===== src/pbch_pkg.sv =====
package pbch_pkg;

    // one IQ sample holds the real part in the low half and the imaginary part in the high half
    localparam int IQ_W           = 32;
    localparam int N_ID_W         = 10;
    localparam int NUM_IBAR       = 8;
    localparam int IBAR_W         = 3;
    localparam int FFT_LEN        = 256;
    localparam int SC_W           = 8;
    localparam int SC_CNT_W       = SC_W + 1;
    localparam int PILOTS_PER_SYM = 64;
    localparam int PILOT_ADDR_W   = 6;
    localparam int GOLD_NC        = 1600;
    localparam int LFSR_N         = 31;
    localparam int STEP_W         = 11;

    // up to 64 pilots with two bits each, so the count never exceeds 128
    localparam int CORR_W         = 8;

    localparam logic [STEP_W-1:0]       SKIP_LAST  = STEP_W'(GOLD_NC - 1);
    localparam logic [STEP_W-1:0]       STORE_LAST = STEP_W'(2 * PILOTS_PER_SYM - 1);
    localparam logic [PILOT_ADDR_W-1:0] LAST_PILOT = PILOT_ADDR_W'(PILOTS_PER_SYM - 1);
    localparam logic [SC_CNT_W-1:0]     SC_END     = SC_CNT_W'(FFT_LEN);

    // bit 1 comes from the even Gold output, bit 0 from the odd one
    typedef logic [1:0] qpsk_t;

    // one pilot of every candidate sequence, indexed by ibar
    typedef qpsk_t [NUM_IBAR-1:0] dmrs_word_t;

    typedef enum logic [2:0] {
        GEN_IDLE,
        GEN_LOAD,
        GEN_SKIP,
        GEN_STORE,
        GEN_DONE
    } gen_state_e;

    typedef enum logic [1:0] {
        DET_IDLE,
        DET_COLLECT,
        DET_DECIDE
    } det_state_e;

endpackage


===== src/dmrs_rd_if.sv =====
`timescale 1ns/1ps

interface dmrs_rd_if;

    logic [pbch_pkg::PILOT_ADDR_W-1:0]   rd_addr;
    pbch_pkg::dmrs_word_t                rd_data;
    // ready is a level that stays high while the stored sequences are complete
    logic                                ready;
    logic [1:0]                          offset;

    modport tbl (
        input  rd_addr,
        output rd_data, ready, offset
    );

    modport det (
        output rd_addr,
        input  rd_data, ready, offset
    );

endinterface


===== src/dmrs_wr_if.sv =====
`timescale 1ns/1ps

interface dmrs_wr_if;

    // a new cell ID invalidates the table and sets its pilot offset
    logic                                clear;
    logic [1:0]                          offset;
    logic                                wr_en;
    logic [pbch_pkg::PILOT_ADDR_W-1:0]   wr_addr;
    pbch_pkg::dmrs_word_t                wr_data;

    modport gen (
        output clear, offset, wr_en, wr_addr, wr_data
    );

    modport tbl (
        input  clear, offset, wr_en, wr_addr, wr_data
    );

endinterface


===== src/dmrs_generator.sv =====
`timescale 1ns/1ps

module dmrs_generator (
    input  logic                          clk_i,
    input  logic                          reset_ni,
    input  logic [pbch_pkg::N_ID_W-1:0]   n_id_i,
    input  logic                          n_id_valid_i,
    dmrs_wr_if.gen                        wr
);

    pbch_pkg::gen_state_e                 state;
    logic [pbch_pkg::N_ID_W-1:0]          n_id_q;
    logic [pbch_pkg::STEP_W-1:0]          step_cnt;
    logic [pbch_pkg::LFSR_N-1:0]          x1;
    logic [pbch_pkg::LFSR_N-1:0]          x2 [pbch_pkg::NUM_IBAR];
    logic [pbch_pkg::NUM_IBAR-1:0]        gold;
    logic [pbch_pkg::NUM_IBAR-1:0]        even_q;

    // c_init = 2048*(ibar+1)*(N_id/4+1) + 64*(ibar+1) + N_id mod 4
    function automatic logic [pbch_pkg::LFSR_N-1:0] c_init_f(
        input int unsigned                 ibar,
        input logic [pbch_pkg::N_ID_W-1:0] n_id
    );
        logic [31:0] ibar_p1;
        logic [31:0] grp_p1;
        logic [31:0] sum;
        ibar_p1 = 32'(ibar) + 32'd1;
        grp_p1  = 32'(n_id >> 2) + 32'd1;
        sum     = ((ibar_p1 * grp_p1) << 11) + (ibar_p1 << 6) + 32'(n_id[1:0]);
        return sum[pbch_pkg::LFSR_N-1:0];
    endfunction

    // bit 0 of each register is the oldest sequence element
    always_comb begin
        for (int i = 0; i < pbch_pkg::NUM_IBAR; i++) begin
            gold[i] = x1[0] ^ x2[i][0];
        end
    end

    always_ff @(posedge clk_i) begin
        if (!reset_ni) begin
            state    <= pbch_pkg::GEN_IDLE;
            step_cnt <= '0;
            wr.clear <= 1'b0;
            wr.wr_en <= 1'b0;
        end else begin
            wr.clear <= 1'b0;
            wr.wr_en <= 1'b0;
            // a new cell ID restarts generation from any state
            if (n_id_valid_i) begin
                state    <= pbch_pkg::GEN_LOAD;
                wr.clear <= 1'b1;
            end else begin
                case (state)
                    pbch_pkg::GEN_LOAD: begin
                        step_cnt <= '0;
                        state    <= pbch_pkg::GEN_SKIP;
                    end
                    pbch_pkg::GEN_SKIP: begin
                        if (step_cnt == pbch_pkg::SKIP_LAST) begin
                            step_cnt <= '0;
                            state    <= pbch_pkg::GEN_STORE;
                        end else begin
                            step_cnt <= step_cnt + 1'b1;
                        end
                    end
                    pbch_pkg::GEN_STORE: begin
                        // every odd output completes one pilot word
                        wr.wr_en <= step_cnt[0];
                        if (step_cnt == pbch_pkg::STORE_LAST) begin
                            state <= pbch_pkg::GEN_DONE;
                        end
                        step_cnt <= step_cnt + 1'b1;
                    end
                    default: ;
                endcase
            end
        end
    end

    always_ff @(posedge clk_i) begin
        if (n_id_valid_i) begin
            n_id_q    <= n_id_i;
            wr.offset <= n_id_i[1:0];
        end
        if (state == pbch_pkg::GEN_LOAD) begin
            x1 <= {{(pbch_pkg::LFSR_N - 1){1'b0}}, 1'b1};
            for (int i = 0; i < pbch_pkg::NUM_IBAR; i++) begin
                x2[i] <= c_init_f(i, n_id_q);
            end
        end else if (state == pbch_pkg::GEN_SKIP || state == pbch_pkg::GEN_STORE) begin
            // x1 taps 3 and 0, x2 taps 3, 2, 1 and 0
            x1 <= {x1[3] ^ x1[0], x1[pbch_pkg::LFSR_N-1:1]};
            for (int i = 0; i < pbch_pkg::NUM_IBAR; i++) begin
                x2[i] <= {x2[i][3] ^ x2[i][2] ^ x2[i][1] ^ x2[i][0],
                          x2[i][pbch_pkg::LFSR_N-1:1]};
            end
        end
        if (state == pbch_pkg::GEN_STORE) begin
            if (!step_cnt[0]) begin
                even_q <= gold;
            end else begin
                wr.wr_addr <= step_cnt[pbch_pkg::PILOT_ADDR_W:1];
                for (int i = 0; i < pbch_pkg::NUM_IBAR; i++) begin
                    wr.wr_data[i] <= {even_q[i], gold[i]};
                end
            end
        end
    end

endmodule


===== src/dmrs_table.sv =====
`timescale 1ns/1ps

module dmrs_table (
    input  logic      clk_i,
    input  logic      reset_ni,
    dmrs_wr_if.tbl    wr,
    dmrs_rd_if.tbl    rd
);

    pbch_pkg::dmrs_word_t mem [pbch_pkg::PILOTS_PER_SYM];
    logic                 last_wr_q;

    always_ff @(posedge clk_i) begin
        if (wr.wr_en) begin
            mem[wr.wr_addr] <= wr.wr_data;
        end
    end

    // the detector reads one pilot word per cycle without latency
    assign rd.rd_data = mem[rd.rd_addr];

    always_ff @(posedge clk_i) begin
        if (!reset_ni) begin
            rd.ready  <= 1'b0;
            rd.offset <= 2'd0;
            last_wr_q <= 1'b0;
        end else begin
            last_wr_q <= wr.wr_en && (wr.wr_addr == pbch_pkg::LAST_PILOT);
            if (wr.clear) begin
                // offset changes together with the sequences it belongs to
                rd.ready  <= 1'b0;
                rd.offset <= wr.offset;
                last_wr_q <= 1'b0;
            end else if (last_wr_q) begin
                rd.ready <= 1'b1;
            end
        end
    end

endmodule


===== src/ibar_detector.sv =====
`timescale 1ns/1ps

module ibar_detector (
    input  logic                          clk_i,
    input  logic                          reset_ni,
    input  logic [pbch_pkg::IQ_W-1:0]     iq_data_i,
    input  logic                          iq_valid_i,
    input  logic                          pbch_start_i,
    dmrs_rd_if.det                        rd,
    output logic [pbch_pkg::IBAR_W-1:0]   ibar_o,
    output logic                          ibar_valid_o
);

    pbch_pkg::det_state_e                 state;
    logic [pbch_pkg::SC_CNT_W-1:0]        sc_cnt;
    logic [pbch_pkg::PILOT_ADDR_W-1:0]    pilot_addr;
    logic [pbch_pkg::IQ_W-1:0]            iq_q;
    logic [pbch_pkg::SC_W-1:0]            sc_q;
    logic                                 start_ok;
    logic                                 take;
    logic                                 take_q;
    logic                                 is_pilot;
    pbch_pkg::qpsk_t                      hard;
    logic [1:0]                           match [pbch_pkg::NUM_IBAR];
    logic [pbch_pkg::CORR_W-1:0]          corr [pbch_pkg::NUM_IBAR];
    logic [pbch_pkg::IBAR_W-1:0]          best_idx;
    logic [pbch_pkg::CORR_W-1:0]          best_corr;

    assign start_ok = (state == pbch_pkg::DET_IDLE) && pbch_start_i && rd.ready;
    // the start cycle already counts as part of the symbol
    assign take = iq_valid_i && (start_ok ||
                  (state == pbch_pkg::DET_COLLECT && sc_cnt != pbch_pkg::SC_END));

    // hard decision is the sign of the real part and the sign of the imaginary part
    assign hard        = {iq_q[pbch_pkg::IQ_W/2-1], iq_q[pbch_pkg::IQ_W-1]};
    assign is_pilot    = take_q && (sc_q[1:0] == rd.offset);
    assign rd.rd_addr  = pilot_addr;

    always_comb begin
        for (int i = 0; i < pbch_pkg::NUM_IBAR; i++) begin
            match[i] = {1'b0, rd.rd_data[i][1] == hard[1]} +
                       {1'b0, rd.rd_data[i][0] == hard[0]};
        end
    end

    // strict compare from zero keeps the lowest index on ties
    always_comb begin
        best_idx  = '0;
        best_corr = '0;
        for (int i = 0; i < pbch_pkg::NUM_IBAR; i++) begin
            if (corr[i] > best_corr) begin
                best_corr = corr[i];
                best_idx  = i[pbch_pkg::IBAR_W-1:0];
            end
        end
    end

    always_ff @(posedge clk_i) begin
        if (take) begin
            iq_q <= iq_data_i;
            sc_q <= start_ok ? '0 : sc_cnt[pbch_pkg::SC_W-1:0];
        end
    end

    always_ff @(posedge clk_i) begin
        if (!reset_ni) begin
            state        <= pbch_pkg::DET_IDLE;
            sc_cnt       <= '0;
            pilot_addr   <= '0;
            take_q       <= 1'b0;
            ibar_o       <= '0;
            ibar_valid_o <= 1'b0;
            for (int i = 0; i < pbch_pkg::NUM_IBAR; i++) begin
                corr[i] <= '0;
            end
        end else begin
            take_q       <= take;
            ibar_valid_o <= 1'b0;
            if (is_pilot) begin
                pilot_addr <= pilot_addr + 1'b1;
                for (int i = 0; i < pbch_pkg::NUM_IBAR; i++) begin
                    corr[i] <= corr[i] + {{(pbch_pkg::CORR_W - 2){1'b0}}, match[i]};
                end
            end
            case (state)
                pbch_pkg::DET_IDLE: begin
                    if (start_ok) begin
                        sc_cnt <= {{pbch_pkg::SC_W{1'b0}}, iq_valid_i};
                        state  <= pbch_pkg::DET_COLLECT;
                    end
                end
                pbch_pkg::DET_COLLECT: begin
                    // one extra cycle lets the last sample reach the counters
                    if (sc_cnt == pbch_pkg::SC_END) begin
                        state <= pbch_pkg::DET_DECIDE;
                    end else if (iq_valid_i) begin
                        sc_cnt <= sc_cnt + 1'b1;
                    end
                end
                pbch_pkg::DET_DECIDE: begin
                    ibar_o       <= best_idx;
                    ibar_valid_o <= 1'b1;
                    pilot_addr   <= '0;
                    for (int i = 0; i < pbch_pkg::NUM_IBAR; i++) begin
                        corr[i] <= '0;
                    end
                    state <= pbch_pkg::DET_IDLE;
                end
                default: state <= pbch_pkg::DET_IDLE;
            endcase
        end
    end

endmodule


===== src/ssb_index_detector.sv =====
`timescale 1ns/1ps

module ssb_index_detector (
    input  logic                          clk_i,
    input  logic                          reset_ni,
    input  logic [pbch_pkg::IQ_W-1:0]     iq_data_i,
    input  logic                          iq_valid_i,
    input  logic [pbch_pkg::N_ID_W-1:0]   n_id_i,
    input  logic                          n_id_valid_i,
    input  logic                          pbch_start_i,
    output logic                          dmrs_ready_o,
    output logic [pbch_pkg::IBAR_W-1:0]   ibar_o,
    output logic                          ibar_valid_o
);

    dmrs_wr_if wr_if ();
    dmrs_rd_if rd_if ();

    // the generator fills the table once per cell ID
    dmrs_generator dmrs_generator_i (
        .clk_i        (clk_i),
        .reset_ni     (reset_ni),
        .n_id_i       (n_id_i),
        .n_id_valid_i (n_id_valid_i),
        .wr           (wr_if.gen)
    );

    dmrs_table dmrs_table_i (
        .clk_i    (clk_i),
        .reset_ni (reset_ni),
        .wr       (wr_if.tbl),
        .rd       (rd_if.tbl)
    );

    ibar_detector ibar_detector_i (
        .clk_i        (clk_i),
        .reset_ni     (reset_ni),
        .iq_data_i    (iq_data_i),
        .iq_valid_i   (iq_valid_i),
        .pbch_start_i (pbch_start_i),
        .rd           (rd_if.det),
        .ibar_o       (ibar_o),
        .ibar_valid_o (ibar_valid_o)
    );

    assign dmrs_ready_o = rd_if.ready;

endmodule


===== config.mk =====
export PLATFORM = sky130hd
export DESIGN_NAME = ssb_index_detector
export DESIGN_NICKNAME = d
export VERILOG_FILES = /design/src/pbch_pkg.sv /design/src/dmrs_rd_if.sv /design/src/dmrs_wr_if.sv /design/src/dmrs_generator.sv /design/src/dmrs_table.sv /design/src/ibar_detector.sv /design/src/ssb_index_detector.sv
export SDC_FILE = /design/constraint.sdc
export NUM_CORES = 2
export LEC_CHECK = 0
export BUFFER_PORTS_ARGS = -buffer_cell sky130_fd_sc_hd__buf_2
export CAP_MARGIN = 20
export CORE_MARGIN = 4
export CORE_UTILIZATION = 55
export CTS_CLUSTER_DIAMETER = 60
export DETAILED_ROUTE_END_ITERATION = 10
export GPL_ROUTABILITY_DRIVEN = 0
export GPL_TIMING_DRIVEN = 0
export PLACE_DENSITY_LB_ADDON = 0.12
export SLEW_MARGIN = 0
export SYNTH_ARGS = -nofsm -noshare
export SYNTH_HDL_FRONTEND = slang
export SYNTH_SLANG_ARGS = --single-unit

===== constraint.sdc =====
create_clock -name clk_i -period 25 [get_ports clk_i]
set_clock_uncertainty 0.1 [all_clocks]
set_input_delay 3.75 -clock clk_i [delete_from_list [all_inputs] [get_ports clk_i]]
set_output_delay 3.75 -clock clk_i [all_outputs]
set_load 0.05 [all_outputs]

==> summary.md <==
| Metric | Value |
|---|---|
| Status | `finished clean` |
| Async S/R FF share, synth | `0` |
| Count of pins over their slew limit | `0` |
| Core area | `107,200 um^2` |
| Slew margin rel. | `0.2269` |
| Remaining DRCs | `0` |
| Main flop type after synthesis | `edfxtp_1` |
| Cts-stage hold buffer count | `0` |
| N_diodes | `0` |
| TNS Setup | `0 ps` |
| Endpoints failing hold | `0` |
| Total Wirelength | `135.1 mm` |
| CP Launch Type | `flop` |
| Hold endpoint | `dmrs_generator_i.wr.wr_data[7]` |
| Mapped cell area | `59,420 um^2` |
| Post-route ant nets | `0` |
| H-tree depth | `4` |
| Crit Path Class | `flop to flop` |
| Setup repair bufs after CTS | `0` |
| DP Wirelength | `94.55 mm` |
| Reg-to-Reg End | `ibar_detector_i.ibar_o[1]` |
| Clk buf depth | `3` |
| Starting Density | `0.5543` |
| Clock root buffer | `clkbuf_16` |
| Reg clk slew, reported paths | `60 ps` |
| Number of synthesized flops with an enable pin | `1,348` |
| Hold/Removal Path Class | `flop to flop` |
| Synth warn | `0` |
| Fmax | `77.65 MHz` |
| CTS tree | `built` |
| CP Capture Type | `flop` |
| Vias/cell | `6.073` |
| Chip Width | `336.7 um` |
| Worst-Skew Late Latency | `770 ps` |
| Worst VDD drop | `48.24 uV` |
| Total gr overflow | `0` |
| Fin crit share | `0.5151` |
| Synth area leader | `edfxtp_1` |
| Placed Cells | `4,751` |
| P_leak | `22.44 nW` |
| CP arrival | `13,410 ps` |
| Overall Global Routing Usage | `0.2441` |
| Worst path top cell family by delay | `compound AO/OA/AOI/OAI gates` |
| Register area share after synthesis | `0.7186` |
| Ratio of cells with drive above 1 in the final layout | `0.2157` |
| Placed inst area | `63,090 um^2` |
| Vias in the first global route | `31,040` |
| Least-Margin Pin Slew | `1160 ps` |
| Layout Area Growth over Synthesis | `14.41%` |
| Vias | `30,530` |
| WP buf/inv | `9` |
| Num CTS Buffers | `150` |
| Buffers added on ports | `21` |
| Pwr Density | `75.50 nW/um^2` |
| Layout Cells excl Fill | `5,028` |
| Largest net degree at the start of global routing | `129` |
| Largest cells by area after synthesis | `edfxtp_1, mux4_2, dfxtp_1` |
| Drt wl/cell | `26.86 um` |
| Ports | `52` |
| Chip Height | `336.7 um` |
| PostCTS Resize Cnt | `0` |
| Max-cap violation count | `0` |
| Worst path required time | `25,530 ps` |
| Hold path depth | `0` |
| Clock Sinks | `1,459` |
| FF-to-FF path depth | `63` |
| Drt initial violations | `3,114` |
| R2r setup slk | `12,120 ps` |
| Max stage delay on crit path | `440 ps` |
| Worst r2r src | `ibar_detector_i.corr[0][5]` |
| Gate Count Post-Synth | `3,240` |
| Crit-path max FO | `10` |
| Mean post-synth cell area | `18.34 um^2` |
| CP max stage cell | `mux2_2` |
| Hold path start | `dmrs_generator_i.even_q[3]` |
| Stages on worst setup path | `63` |
| Synthesized Nets | `3,405` |
| Post-route cell area | `67,980 um^2` |
| Post-synth top area share | `0.6812` |
| Final critical-path required period | `12,880 ps` |
| Initial antenna violation count | `3` |
| FP Rows | `120` |
| RSZ-0062 raised after global routing | `false` |
| Nets | `3,666` |
| First-pass DRT Iterations | `5` |
| Synth unique cells | `62` |
| Final setup violation count | `0` |
| Yosys reg bits | `1,459` |
| First-pass GRT wire length | `202.1 mm` |
| Die footprint | `113,400 um^2` |
[cell usage in the layout (no fill, tap or decap), types with 77 or more instances in the layout]
cell type	n
edfxtp_1	1348
mux4_2	336
nor2_1	172
clkbuf_16	152
nand2_1	137
clkbuf_1	130
dfxtp_1	111
and2_1	104
ha_1	100
xor2_1	77
inv_1	77
[logic make-up (layout without fill, tap and decap cells)]
group | after synthesis | in the layout | synth area share
DFF | 1459 | 1459 | 0.7186
and+or+nand+nor | 677 | 677 | 0.05589
muxes | 367 | 367 | 0.1329
AOI/OAI and AO/OA | 245 | 245 | 0.02870
buffers and inverters | 227 | 612 | 0.01503
xor gates and xnor gates | 146 | 146 | 0.02152
adders and majority gates | 119 | 119 | 0.02731
[per-layer routing]
layer,vias up,share of wire,global-route usage
li1,13230,-,-
met1,15950,0.42,0.3537
met2,1136,0.48,0.3778
met3,209,0.072,0.04449
met4,2,0.035,0.08936
met5,-,0.000096,0
[worst max-delay path by stage]
stage	startpoint	endpoint
6_report	ibar_detector_i.corr[0][5]	ibar_detector_i.ibar_o[1]
5_1_grt	ibar_detector_i.corr[0][5]	ibar_detector_i.ibar_o[1]
4_1_cts	ibar_detector_i.corr[0][5]	ibar_detector_i.ibar_o[1]
3_5_place_dp	ibar_detector_i.corr[0][5]	ibar_detector_i.ibar_o[1]
3_3_place_gp	ibar_detector_i.corr[0][5]	ibar_detector_i.ibar_o[1]
2_1_floorplan	ibar_detector_i.corr[0][5]	ibar_detector_i.ibar_o[1]
[layout make-up]
class | count | area (um^2)
inverters | 78 | 300.3
multi-input cells | 1554 | 15980
clock inverters | 93 | 918.4
flip-flops and latches | 1459 | 42700
fillers | 7353 | 39220
repair buffers | 109 | 1768
well taps | 1403 | 1755
plain buffers | 149 | 600.6
clock buffers | 183 | 3955
[cell usage after synthesis, types with 48 or more instances]
| library cell | instances |
|---|---|
| edfxtp_1 | 1348 |
| mux4_2 | 336 |
| nor2_1 | 225 |
| nand2_1 | 137 |
| dfxtp_1 | 111 |
| clkbuf_1 | 106 |
| and2_1 | 104 |
| ha_1 | 100 |
| inv_1 | 78 |
| xor2_1 | 77 |
| xnor2_1 | 69 |
| o21ai_0 | 56 |
| nor2b_1 | 51 |
| a21oi_1 | 49 |
| a21o_1 | 48 |
[registers in the layout, indices dropped and copies added, names as in the netlist, 6 cells and up, named ones only]
signal                       cells
dmrs_generator_i.x2            248
dmrs_table_i.mem              1024
ibar_detector_i.corr            64
ibar_detector_i.sc_cnt           9
dmrs_generator_i.step_cnt       11
dmrs_generator_i.x1             31
dmrs_generator_i.wr.wr_data     16
dmrs_generator_i.wr.wr_addr      6
ibar_detector_i.rd.rd_addr       6
dmrs_generator_i.n_id_q          9
dmrs_generator_i.even_q          8
[metrics by stage]
step | utilization | worst slack (ps) | hold WS [ps] | total power, W
floorplan | - | 14200 | 300.3 | 0.002924
global placement | 0.5716 | 12370 | 303.9 | 0.002980
detailed placement | 0.5885 | 12220 | 304.5 | 0.002982
CTS | 0.6340 | 12130 | 316.0 | 0.005172
global route | 0.6341 | 10990 | 325.6 | 0.005311
finish | 0.6341 | 12120 | 313.6 | 0.005133
[worst reg2reg max path, delay by kind of cell, from the launching register on]
family / cells / cell delay [ps]
mux: 3 / 990
simple gates: 15 / 1850
buf+inv: 9 / 1710
compound gates: 29 / 5670
fa+ha+maj: 7 / 2000
flops: 1 / 420
[where the power goes]
part	leakage [nW]	switching [W]	internal, W
Clock	2.39	0.000938	0.00126
Sequential	13.2	0.0000152	0.00268
Combinational	6.84	0.000139	0.0000927
Power figures use the tool's default switching activity.
